File: config.mk
export PLATFORM = sky130hd
export DESIGN_NAME = rv_core
export DESIGN_NICKNAME = d
export VERILOG_FILES = /design/src/verilog/rv_pkg.sv /design/src/verilog/rv_alu.sv /design/src/verilog/rv_branch_unit.sv /design/src/verilog/rv_core.sv /design/src/verilog/rv_decoder.sv /design/src/verilog/rv_lsu.sv /design/src/verilog/rv_regfile.sv
export SDC_FILE = /design/constraint.sdc
export NUM_CORES = 2
export LEC_CHECK = 0
export ABC_AREA = 1
export BUFFER_PORTS_ARGS = -buffer_cell sky130_fd_sc_hd__clkbuf_2
export CORE_ASPECT_RATIO = 0.9
export CORE_MARGIN = 3
export CORE_UTILIZATION = 33
export DETAILED_ROUTE_END_ITERATION = 7
export RECOVER_POWER = 25
export SYNTH_ARGS = -nofsm -noshare
export SYNTH_HDL_FRONTEND = slang
export SYNTH_HIERARCHICAL = 1
export SYNTH_SLANG_ARGS = --single-unit
File: constraint.sdc
create_clock -name clk_i -period 8.1 [get_ports clk_i]
set_clock_uncertainty 0.2 [all_clocks]
set_input_delay 0.405 -clock clk_i [delete_from_list [all_inputs] [get_ports clk_i]]
set_output_delay 0.405 -clock clk_i [all_outputs]
set_load 0.1 [all_outputs]
File: src/verilog/rv_pkg.sv
package rv_pkg;

    typedef enum logic [6:0] {
        OPC_LOAD     = 7'b0000011,
        OPC_MISC_MEM = 7'b0001111,
        OPC_OP_IMM   = 7'b0010011,
        OPC_AUIPC    = 7'b0010111,
        OPC_STORE    = 7'b0100011,
        OPC_OP       = 7'b0110011,
        OPC_LUI      = 7'b0110111,
        OPC_BRANCH   = 7'b1100011,
        OPC_JALR     = 7'b1100111,
        OPC_JAL      = 7'b1101111,
        OPC_SYSTEM   = 7'b1110011
    } opcode_e;

    // Arithmetic funct3
    localparam logic [2:0] F3_ADD_SUB = 3'b000;
    localparam logic [2:0] F3_SLL     = 3'b001;
    localparam logic [2:0] F3_SLT     = 3'b010;
    localparam logic [2:0] F3_SLTU    = 3'b011;
    localparam logic [2:0] F3_XOR     = 3'b100;
    localparam logic [2:0] F3_SRL_SRA = 3'b101;
    localparam logic [2:0] F3_OR      = 3'b110;
    localparam logic [2:0] F3_AND     = 3'b111;

    // Branch funct3
    localparam logic [2:0] F3_BEQ  = 3'b000;
    localparam logic [2:0] F3_BNE  = 3'b001;
    localparam logic [2:0] F3_BLT  = 3'b100;
    localparam logic [2:0] F3_BGE  = 3'b101;
    localparam logic [2:0] F3_BLTU = 3'b110;
    localparam logic [2:0] F3_BGEU = 3'b111;

    // Load and store width, bit 2 marks unsigned loads
    localparam logic [2:0] F3_BYTE  = 3'b000;
    localparam logic [2:0] F3_HALF  = 3'b001;
    localparam logic [2:0] F3_WORD  = 3'b010;
    localparam logic [2:0] F3_BYTEU = 3'b100;
    localparam logic [2:0] F3_HALFU = 3'b101;

    localparam logic [6:0] F7_BASE = 7'b0000000;
    localparam logic [6:0] F7_ALT  = 7'b0100000;

    typedef enum logic [3:0] {
        ALU_ADD, ALU_SUB, ALU_SLL, ALU_SLT, ALU_SLTU,
        ALU_XOR, ALU_SRL, ALU_SRA, ALU_OR, ALU_AND
    } alu_op_e;

    typedef enum logic [3:0] {
        BR_NONE, BR_BEQ, BR_BNE, BR_BLT, BR_BGE, BR_BLTU, BR_BGEU, BR_JAL, BR_JALR
    } br_op_e;

    typedef enum logic [3:0] {
        LSU_NONE, LSU_LB, LSU_LH, LSU_LW, LSU_LBU, LSU_LHU, LSU_SB, LSU_SH, LSU_SW
    } lsu_op_e;

    typedef enum logic [1:0] {OPA_RS1, OPA_PC, OPA_ZERO} op_a_sel_e;
    typedef enum logic {OPB_RS2, OPB_IMM} op_b_sel_e;
    typedef enum logic [1:0] {WB_ALU, WB_LOAD, WB_PC4} wb_sel_e;

    typedef struct packed {
        alu_op_e   alu_op;
        br_op_e    br_op;
        lsu_op_e   lsu_op;
        op_a_sel_e op_a_sel;
        op_b_sel_e op_b_sel;
        wb_sel_e   wb_sel;
        logic [4:0] rs1;
        logic [4:0] rs2;
        logic [4:0] rd;
        logic       reg_we;
        logic       illegal;
    } ctrl_t;

    typedef struct packed {
        logic        strobe;
        logic        we;
        logic [31:0] addr;
        logic [31:0] wdata;
        logic [3:0]  be;
    } dmem_req_t;

    typedef struct packed {
        logic        valid;
        logic [31:0] pc;
        logic [31:0] insn;
        logic [4:0]  rd;
        logic        reg_we;
        logic [31:0] wdata;
        logic        illegal;
    } retire_t;

endpackage

File: src/verilog/rv_alu.sv
`timescale 1ns/1ns

module rv_alu (
    input  rv_pkg::alu_op_e op_i,
    input  logic [31:0]     a_i,
    input  logic [31:0]     b_i,
    output logic [31:0]     result_o
);

    import rv_pkg::*;

    logic [4:0] shamt;

    assign shamt = b_i[4:0];

    always_comb begin
        case (op_i)
            ALU_ADD:  result_o = a_i + b_i;
            ALU_SUB:  result_o = a_i - b_i;
            ALU_SLL:  result_o = a_i << shamt;
            ALU_SLT:  result_o = {31'd0, $signed(a_i) < $signed(b_i)};
            ALU_SLTU: result_o = {31'd0, a_i < b_i};
            ALU_XOR:  result_o = a_i ^ b_i;
            ALU_SRL:  result_o = a_i >> shamt;
            ALU_SRA:  result_o = $unsigned($signed(a_i) >>> shamt);
            ALU_OR:   result_o = a_i | b_i;
            ALU_AND:  result_o = a_i & b_i;
            default:  result_o = 32'd0;
        endcase
    end

endmodule

File: src/verilog/rv_branch_unit.sv
`timescale 1ns/1ns

module rv_branch_unit (
    input  rv_pkg::br_op_e op_i,
    input  logic [31:0]    rs1_i,
    input  logic [31:0]    rs2_i,
    input  logic [31:0]    pc_i,
    input  logic [31:0]    imm_i,
    input  logic [31:0]    alu_sum_i,
    output logic           taken_o,
    output logic [31:0]    target_o
);

    import rv_pkg::*;

    always_comb begin
        case (op_i)
            BR_BEQ:           taken_o = (rs1_i == rs2_i);
            BR_BNE:           taken_o = (rs1_i != rs2_i);
            BR_BLT:           taken_o = ($signed(rs1_i) < $signed(rs2_i));
            BR_BGE:           taken_o = ($signed(rs1_i) >= $signed(rs2_i));
            BR_BLTU:          taken_o = (rs1_i < rs2_i);
            BR_BGEU:          taken_o = (rs1_i >= rs2_i);
            BR_JAL, BR_JALR:  taken_o = 1'b1;
            default:          taken_o = 1'b0;
        endcase
    end

    // JALR target is rs1 + imm from the ALU, LSB forced low
    assign target_o = (op_i == BR_JALR) ? {alu_sum_i[31:1], 1'b0} : pc_i + imm_i;

endmodule

File: src/verilog/rv_core.sv
`timescale 1ns/1ns

module rv_core #(
    parameter logic [31:0] RESET_PC = 32'h0000_0000
) (
    input  logic              clk_i,
    input  logic              arst_n_i,
    output logic [31:0]       imem_addr_o,
    input  logic [31:0]       imem_data_i,
    output rv_pkg::dmem_req_t dmem_req_o,
    input  logic [31:0]       dmem_rdata_i,
    output rv_pkg::retire_t   retire_o
);

    import rv_pkg::*;

    ctrl_t       ctrl;
    logic [31:0] imm;
    logic [31:0] pc_q;
    logic [31:0] pc_plus4;
    logic [31:0] rs1_data;
    logic [31:0] rs2_data;
    logic [31:0] op_a;
    logic [31:0] op_b;
    logic [31:0] alu_result;
    logic        br_taken;
    logic [31:0] br_target;
    logic [31:0] load_data;
    logic [31:0] wb_data;

    assign imem_addr_o = pc_q;
    assign pc_plus4 = pc_q + 32'd4;

    always_ff @(posedge clk_i or negedge arst_n_i) begin
        if (!arst_n_i) begin
            pc_q <= RESET_PC;
        end else begin
            pc_q <= br_taken ? br_target : pc_plus4;
        end
    end

    rv_decoder u_decoder (.instr_i(imem_data_i), .ctrl_o(ctrl), .imm_o(imm));

    rv_regfile u_regfile (
        .clk_i(clk_i), .arst_n_i(arst_n_i),
        .raddr1_i(ctrl.rs1), .raddr2_i(ctrl.rs2),
        .rdata1_o(rs1_data), .rdata2_o(rs2_data),
        .we_i(ctrl.reg_we), .waddr_i(ctrl.rd), .wdata_i(wb_data)
    );

    always_comb begin
        case (ctrl.op_a_sel)
            OPA_PC:   op_a = pc_q;
            OPA_ZERO: op_a = 32'd0;
            default:  op_a = rs1_data;
        endcase
        op_b = (ctrl.op_b_sel == OPB_IMM) ? imm : rs2_data;
    end

    rv_alu u_alu (.op_i(ctrl.alu_op), .a_i(op_a), .b_i(op_b), .result_o(alu_result));

    rv_branch_unit u_branch (
        .op_i(ctrl.br_op), .rs1_i(rs1_data), .rs2_i(rs2_data), .pc_i(pc_q),
        .imm_i(imm), .alu_sum_i(alu_result), .taken_o(br_taken), .target_o(br_target)
    );

    rv_lsu u_lsu (
        .op_i(ctrl.lsu_op), .addr_i(alu_result), .store_data_i(rs2_data),
        .dmem_req_o(dmem_req_o), .dmem_rdata_i(dmem_rdata_i), .load_data_o(load_data)
    );

    always_comb begin
        case (ctrl.wb_sel)
            WB_LOAD: wb_data = load_data;
            WB_PC4:  wb_data = pc_plus4;
            default: wb_data = alu_result;
        endcase
    end

    // Trace record trails execution by one cycle
    always_ff @(posedge clk_i or negedge arst_n_i) begin
        if (!arst_n_i) begin
            retire_o <= '0;
        end else begin
            retire_o.valid <= 1'b1;
            retire_o.pc <= pc_q;
            retire_o.insn <= imem_data_i;
            retire_o.rd <= ctrl.rd;
            retire_o.reg_we <= ctrl.reg_we;
            retire_o.wdata <= wb_data;
            retire_o.illegal <= ctrl.illegal;
        end
    end

endmodule

File: src/verilog/rv_decoder.sv
`timescale 1ns/1ns

module rv_decoder (
    input  logic [31:0]   instr_i,
    output rv_pkg::ctrl_t ctrl_o,
    output logic [31:0]   imm_o
);

    import rv_pkg::*;

    logic [2:0]  funct3;
    logic [6:0]  funct7;
    logic [31:0] imm_i;
    logic [31:0] imm_s;
    logic [31:0] imm_b;
    logic [31:0] imm_u;
    logic [31:0] imm_j;

    assign funct3 = instr_i[14:12];
    assign funct7 = instr_i[31:25];

    assign imm_i = {{20{instr_i[31]}}, instr_i[31:20]};
    assign imm_s = {{20{instr_i[31]}}, instr_i[31:25], instr_i[11:7]};
    assign imm_b = {{20{instr_i[31]}}, instr_i[7], instr_i[30:25], instr_i[11:8], 1'b0};
    assign imm_u = {instr_i[31:12], 12'b0};
    assign imm_j = {{12{instr_i[31]}}, instr_i[19:12], instr_i[20], instr_i[30:21], 1'b0};

    always_comb begin
        ctrl_o = '0;
        imm_o = '0;

        case (opcode_e'(instr_i[6:0]))
            OPC_OP_IMM: begin
                ctrl_o.op_b_sel = OPB_IMM;
                ctrl_o.rs1 = instr_i[19:15];
                ctrl_o.rd = instr_i[11:7];
                ctrl_o.reg_we = 1'b1;
                imm_o = imm_i;
                case (funct3)
                    F3_ADD_SUB: ctrl_o.alu_op = ALU_ADD;
                    F3_SLT:     ctrl_o.alu_op = ALU_SLT;
                    F3_SLTU:    ctrl_o.alu_op = ALU_SLTU;
                    F3_XOR:     ctrl_o.alu_op = ALU_XOR;
                    F3_OR:      ctrl_o.alu_op = ALU_OR;
                    F3_AND:     ctrl_o.alu_op = ALU_AND;
                    F3_SLL: begin
                        ctrl_o.alu_op = ALU_SLL;
                        ctrl_o.illegal = (funct7 != F7_BASE);
                    end
                    default: begin
                        ctrl_o.alu_op = (funct7 == F7_ALT) ? ALU_SRA : ALU_SRL;
                        ctrl_o.illegal = (funct7 != F7_BASE) && (funct7 != F7_ALT);
                    end
                endcase
                // Shift amount lives in the low five bits only
                if (funct3 == F3_SLL || funct3 == F3_SRL_SRA) begin
                    imm_o = imm_i & 32'h1f;
                end
            end
            OPC_OP: begin
                ctrl_o.rs1 = instr_i[19:15];
                ctrl_o.rs2 = instr_i[24:20];
                ctrl_o.rd = instr_i[11:7];
                ctrl_o.reg_we = 1'b1;
                case (funct3)
                    F3_ADD_SUB: ctrl_o.alu_op = (funct7 == F7_ALT) ? ALU_SUB : ALU_ADD;
                    F3_SLL:     ctrl_o.alu_op = ALU_SLL;
                    F3_SLT:     ctrl_o.alu_op = ALU_SLT;
                    F3_SLTU:    ctrl_o.alu_op = ALU_SLTU;
                    F3_XOR:     ctrl_o.alu_op = ALU_XOR;
                    F3_SRL_SRA: ctrl_o.alu_op = (funct7 == F7_ALT) ? ALU_SRA : ALU_SRL;
                    F3_OR:      ctrl_o.alu_op = ALU_OR;
                    default:    ctrl_o.alu_op = ALU_AND;
                endcase
                // Only ADD/SUB and SRL/SRA have an alternate funct7
                ctrl_o.illegal = (funct7 != F7_BASE) &&
                                 !((funct7 == F7_ALT) &&
                                   (funct3 == F3_ADD_SUB || funct3 == F3_SRL_SRA));
            end
            OPC_LUI: begin
                ctrl_o.op_a_sel = OPA_ZERO;
                ctrl_o.op_b_sel = OPB_IMM;
                ctrl_o.rd = instr_i[11:7];
                ctrl_o.reg_we = 1'b1;
                imm_o = imm_u;
            end
            OPC_AUIPC: begin
                ctrl_o.op_a_sel = OPA_PC;
                ctrl_o.op_b_sel = OPB_IMM;
                ctrl_o.rd = instr_i[11:7];
                ctrl_o.reg_we = 1'b1;
                imm_o = imm_u;
            end
            OPC_JAL: begin
                ctrl_o.br_op = BR_JAL;
                ctrl_o.wb_sel = WB_PC4;
                ctrl_o.rd = instr_i[11:7];
                ctrl_o.reg_we = 1'b1;
                imm_o = imm_j;
            end
            OPC_JALR: begin
                ctrl_o.br_op = BR_JALR;
                ctrl_o.op_b_sel = OPB_IMM;
                ctrl_o.wb_sel = WB_PC4;
                ctrl_o.rs1 = instr_i[19:15];
                ctrl_o.rd = instr_i[11:7];
                ctrl_o.reg_we = 1'b1;
                ctrl_o.illegal = (funct3 != 3'b000);
                imm_o = imm_i;
            end
            OPC_BRANCH: begin
                ctrl_o.rs1 = instr_i[19:15];
                ctrl_o.rs2 = instr_i[24:20];
                imm_o = imm_b;
                case (funct3)
                    F3_BEQ:  ctrl_o.br_op = BR_BEQ;
                    F3_BNE:  ctrl_o.br_op = BR_BNE;
                    F3_BLT:  ctrl_o.br_op = BR_BLT;
                    F3_BGE:  ctrl_o.br_op = BR_BGE;
                    F3_BLTU: ctrl_o.br_op = BR_BLTU;
                    F3_BGEU: ctrl_o.br_op = BR_BGEU;
                    default: ctrl_o.illegal = 1'b1;
                endcase
            end
            OPC_LOAD: begin
                ctrl_o.op_b_sel = OPB_IMM;
                ctrl_o.wb_sel = WB_LOAD;
                ctrl_o.rs1 = instr_i[19:15];
                ctrl_o.rd = instr_i[11:7];
                ctrl_o.reg_we = 1'b1;
                imm_o = imm_i;
                case (funct3)
                    F3_BYTE:  ctrl_o.lsu_op = LSU_LB;
                    F3_HALF:  ctrl_o.lsu_op = LSU_LH;
                    F3_WORD:  ctrl_o.lsu_op = LSU_LW;
                    F3_BYTEU: ctrl_o.lsu_op = LSU_LBU;
                    F3_HALFU: ctrl_o.lsu_op = LSU_LHU;
                    default:  ctrl_o.illegal = 1'b1;
                endcase
            end
            OPC_STORE: begin
                ctrl_o.op_b_sel = OPB_IMM;
                ctrl_o.rs1 = instr_i[19:15];
                ctrl_o.rs2 = instr_i[24:20];
                imm_o = imm_s;
                case (funct3)
                    F3_BYTE: ctrl_o.lsu_op = LSU_SB;
                    F3_HALF: ctrl_o.lsu_op = LSU_SH;
                    F3_WORD: ctrl_o.lsu_op = LSU_SW;
                    default: ctrl_o.illegal = 1'b1;
                endcase
            end
            // FENCE, ECALL, EBREAK and CSR accesses behave as NOPs
            OPC_MISC_MEM, OPC_SYSTEM: begin
            end
            default: ctrl_o.illegal = 1'b1;
        endcase

        // Illegal words fall through as a NOP so the PC simply advances
        if (ctrl_o.illegal) begin
            ctrl_o = '0;
            ctrl_o.illegal = 1'b1;
            imm_o = '0;
        end
    end

endmodule

File: src/verilog/rv_lsu.sv
`timescale 1ns/1ns

module rv_lsu (
    input  rv_pkg::lsu_op_e   op_i,
    input  logic [31:0]       addr_i,
    input  logic [31:0]       store_data_i,
    output rv_pkg::dmem_req_t dmem_req_o,
    input  logic [31:0]       dmem_rdata_i,
    output logic [31:0]       load_data_o
);

    import rv_pkg::*;

    logic [1:0]  offset;
    logic [31:0] lane_data;

    assign offset = addr_i[1:0];
    // Addressed byte or halfword moved down to bit 0
    assign lane_data = dmem_rdata_i >> {offset, 3'b000};

    always_comb begin
        dmem_req_o = '0;
        case (op_i)
            LSU_SB: begin
                dmem_req_o.we = 1'b1;
                dmem_req_o.wdata = {4{store_data_i[7:0]}};
                dmem_req_o.be = 4'b0001 << offset;
            end
            LSU_SH: begin
                dmem_req_o.we = 1'b1;
                dmem_req_o.wdata = {2{store_data_i[15:0]}};
                dmem_req_o.be = 4'b0011 << offset;
            end
            LSU_SW: begin
                dmem_req_o.we = 1'b1;
                dmem_req_o.wdata = store_data_i;
                dmem_req_o.be = 4'b1111;
            end
            LSU_LB, LSU_LBU: dmem_req_o.be = 4'b0001 << offset;
            LSU_LH, LSU_LHU: dmem_req_o.be = 4'b0011 << offset;
            LSU_LW:          dmem_req_o.be = 4'b1111;
            default: begin
            end
        endcase
        dmem_req_o.strobe = (op_i != LSU_NONE);
        dmem_req_o.addr = dmem_req_o.strobe ? addr_i : 32'd0;
    end

    always_comb begin
        case (op_i)
            LSU_LB:  load_data_o = {{24{lane_data[7]}}, lane_data[7:0]};
            LSU_LH:  load_data_o = {{16{lane_data[15]}}, lane_data[15:0]};
            LSU_LW:  load_data_o = dmem_rdata_i;
            LSU_LBU: load_data_o = {24'd0, lane_data[7:0]};
            LSU_LHU: load_data_o = {16'd0, lane_data[15:0]};
            default: load_data_o = 32'd0;
        endcase
    end

endmodule

File: src/verilog/rv_regfile.sv
`timescale 1ns/1ns

module rv_regfile (
    input  logic        clk_i,
    input  logic        arst_n_i,
    input  logic [4:0]  raddr1_i,
    input  logic [4:0]  raddr2_i,
    output logic [31:0] rdata1_o,
    output logic [31:0] rdata2_o,
    input  logic        we_i,
    input  logic [4:0]  waddr_i,
    input  logic [31:0] wdata_i
);

    logic [31:0] regs [1:31];

    always_ff @(posedge clk_i or negedge arst_n_i) begin
        if (!arst_n_i) begin
            for (int i = 1; i < 32; i++) begin
                regs[i] <= '0;
            end
        end else if (we_i && waddr_i != 5'd0) begin
            regs[waddr_i] <= wdata_i;
        end
    end

    // x0 is hardwired
    assign rdata1_o = (raddr1_i == 5'd0) ? 32'd0 : regs[raddr1_i];
    assign rdata2_o = (raddr2_i == 5'd0) ? 32'd0 : regs[raddr2_i];

endmodule
==> impl_metrics.json <==
{
  "critPathLaunch": "imem_data_i[30]",
  "worstSetupStartpointType": "input pin",
  "power_frac_clock_pct": 48.8,
  "peakVddDrop_mv": 0.145,
  "synthesis.area_um2": 81100,
  "layout_setup_ws_ps": 166,
  "final_cell_area_um2": 96800,
  "r2r.worst_path.cells": 29,
  "violated_checks": "design-rule violations, max-capacitance violations, max-slew violations",
  "drive_gt1_share_pct": 10.9,
  "critPathKind": "input pin to output port",
  "status": "finished with violations",
  "power_density_nw_per_um2": 138,
  "cts-buffers-inserted": 144,
  "number_of_enable_type_register_cells_in_the_synthesized_netlist": 0,
  "total_leakage_power_nw": 48.0,
  "detail_route.wirelength_um": 435000,
  "floorplan.io_pins": 272,
  "timing.reg2reg.setup_slack_ps": 2140,
  "htree_num_levels": 4,
  "report.final.slew_viol_count": 751,
  "drv_cap": 8,
  "die_height_um": 476,
  "period_share_pct": 97.9,
  "cp_data_arrival_time_ps": 7330,
  "dpl-instance-area_um2": 91800,
  "swShare_pct": 27.8,
  "r2r-end": "u_regfile/regs[829]",
  "cellInternalPower_w": 0.00967,
  "period_needed_ps": 7930,
  "drtAntennaViolNets": 0,
  "synth_top_cell_area_share_pct": 34.8,
  "drt-wirelength-per-cell_um": 25.7,
  "first_iter_violations": 11700,
  "max-slew-margin-rel_pct": -162,
  "cts_sinks": 1128,
  "first_global_vias": 84000,
  "share_seq_of_total_power_pct": 43.2,
  "synth.yosys.seq_area_share_pct": 34.8,
  "count_of_different_cell_masters_after_synthesis": 71,
  "finalSetupTns_ps": 0,
  "chipWidth_um": 529,
  "path_clk_slew_ps": 60,
  "vias_per_cell": 5.40,
  "synth_largest_area_cell": "sky130_fd_sc_hd__dfrtp_1",
  "postSynthRegisterBits": 1128,
  "reg2reg_from": "imem_addr_o[17]",
  "synthMostInstantiatedCell": "sky130_fd_sc_hd__nand2_1",
  "detailed_place_hpwl_um": 308000,
  "synth.avg_cell_area_um2": 6.12,
  "top_usage_layer": "met2",
  "gp_routability_congestion": 1.10,
  "layout-area-overhead-vs-synth_pct": 19.3,
  "syn_nets": 13500,
  "coreArea_um2": 244000,
  "globalRouteMet3Util_pct": 8.88,
  "clock-root-buffer": "sky130_fd_sc_hd__clkbuf_16",
  "path_max_fanout": 44,
  "critPathCapture": "dmem_req_o[65]",
  "globalRouteTotalUtil_pct": 33.4,
  "clock_tree_from_tritoncts": "done",
  "max_freq_mhz": 126,
  "synth_top_cells_by_area": "sky130_fd_sc_hd__dfrtp_1, sky130_fd_sc_hd__nand2_1, sky130_fd_sc_hd__nand3_1, sky130_fd_sc_hd__inv_1, sky130_fd_sc_hd__o21ai_0",
  "critical_path_required_ps": 7500,
  "grt_use_met2_pct": 48.9,
  "cts_max_path_buffers": 4,
  "clk_latency_ps": 850,
  "holdCritPathClass": "input pin to register",
  "drc": 5,
  "synth_top_cells_by_count": "sky130_fd_sc_hd__nand2_1, sky130_fd_sc_hd__nand3_1, sky130_fd_sc_hd__inv_1, sky130_fd_sc_hd__dfrtp_1, sky130_fd_sc_hd__o21ai_0",
  "max_slew.worst_pin.slew_ps": 3930,
  "place.port_buffers": 271,
  "grt_start_max_net_pins": 159,
  "vias": 91300,
  "max_stage_delay_ps": 530,
  "synthesis.instances": 13300,
  "cp-end-kind": "output port",
  "finish.net_count": 13800,
  "critPathMostFrequentCell": "sky130_fd_sc_hd__nand2_1",
  "netSwitchingPower_w": 0.00372,
  "grt.met1_usage_pct": 43.0,
  "globalRoute.totalOverflow": 0,
  "std_cell_rows": 172,
  "finalSetupViolations": 0,
  "antenna_found_initial": 14,
  "ys.flop_type": "sky130_fd_sc_hd__dfrtp_1",
  "rsz0062_at_grt": "false",
  "first_pass_grt_wire_length_um": 617000,
  "critical_path_top_delay_cell": "sky130_fd_sc_hd__dlygate4sd3_1",
  "synth_async_sr_flop_share_pct": 100,
  "post_placement_worst_setup_slack_ps": 22.4,
  "final_core_utilization_pct": 39.6,
  "synth_warnings": 6,
  "share_comb_of_total_power_pct": 8.0,
  "detail_route.first_pass.iterations": 8,
  "die_area_um2": 252000,
  "report.final.hold_viol_count": 0,
  "floorplan.initialDensity_pct": 33.2
}
kinds of logic after synthesis:
kind of cell,count (synthesis),share of synthesized area [%]
flops,1128,34.8
xor+xnor,25,0.288
simple gates,8380,42.4
other cells,1,0.00462
compound gates,1328,8.76
buf+inv,2185,10.6
mux,34,0.469
fa+ha+maj,169,2.63
routing by layer:
| metal | part of all wire [%] | vias up |
|---|---|---|
| li1 | - | 42100 |
| met1 | 39 | 42900 |
| met2 | 42 | 5209 |
| met3 | 11 | 1097 |
| met4 | 8.0 | 4 |
| met5 | 0.0057 | - |
how the worst min path moves through the flow:
stage                                    from                  end  depth (start not counted)
after CTS                      imem_data_i[0]         retire_o[39]                          2
after detailed placement  u_regfile/regs[647]  u_regfile/regs[647]                          2
after floorplan                      arst_n_i       imem_addr_o[0]                          0
after global placement    u_regfile/regs[675]  u_regfile/regs[675]                          2
final                         dmem_rdata_i[5]          retire_o[6]                          6
after global routing          dmem_rdata_i[6]          retire_o[7]                          6
power by group through the flow:
stage	Combinational [W]	Clock [W]	Sequential, W
3_5_place_dp	0.00106	0	0.00588
5_1_grt	0.00112	0.00682	0.00578
3_3_place_gp	0.00106	0	0.00588
4_1_cts	0.00108	0.00663	0.00578
6_report	0.00107	0.00652	0.00579
2_1_floorplan	0.000241	0	0.00623
flip-flops by register name (all words and copies together), names as in the netlist:
| name | count |
|---|---|
| imem_addr_o | 32 |
| u_regfile/regs | 992 |
| retire_o | 104 |
cell type report:
class	count	area, µm²
diodes	13	32.5
clock buffers	193	4040
clock inverters	40	527
fillers	26300	147000
inverters	1377	5220
multi-input cells	9937	44800
flip-flops and latches	1128	28200
well taps	3219	4030
repair buffers	1009	9950
worst max-delay path, delay by kind of cell:
family                     cells  cell delay [ps]
adders and majority gates      1              310
buffers and inverters         12             2550
AOI/OAI and AO/OA              1              270
and+or+nand+nor               26             3730
per-stage QoR:
step,hold slack [ps],cells,total power [W]
finish,113,16900,0.0134
global placement,254,16600,0.00694
floorplan,-90.6,13300,0.00647
CTS,54.9,16900,0.0135
global route,128,16900,0.0137
detailed placement,258,16600,0.00694
what timing repair did:
action                     in CTS  in global routing
setup endpoints to repair       0                 80
gates resized for setup         0                 41
hold endpoints to repair      174                  0
buffers inserted                0                  5
hold buffers                   36                  0
placed cells by master, fill, tap and decap left out, types with 44 or more instances in the layout:
cell type,n
sky130_fd_sc_hd__clkbuf_1,67
sky130_fd_sc_hd__o21ai_1,52
sky130_fd_sc_hd__nand3_1,1625
sky130_fd_sc_hd__nand2_2,69
sky130_fd_sc_hd__a21oi_2,52
sky130_fd_sc_hd__nand4_1,44
sky130_fd_sc_hd__dfrtp_1,1128
sky130_fd_sc_hd__buf_4,517
sky130_fd_sc_hd__clkbuf_2,179
sky130_fd_sc_hd__clkbuf_16,146
sky130_fd_sc_hd__o21ai_0,684
sky130_fd_sc_hd__ha_1,166
sky130_fd_sc_hd__nand2_1,5878
sky130_fd_sc_hd__inv_1,1332
sky130_fd_sc_hd__buf_12,226
sky130_fd_sc_hd__nor2_1,563
sky130_fd_sc_hd__a21oi_1,405
Note: power is estimated with default switching activity, not from simulation.
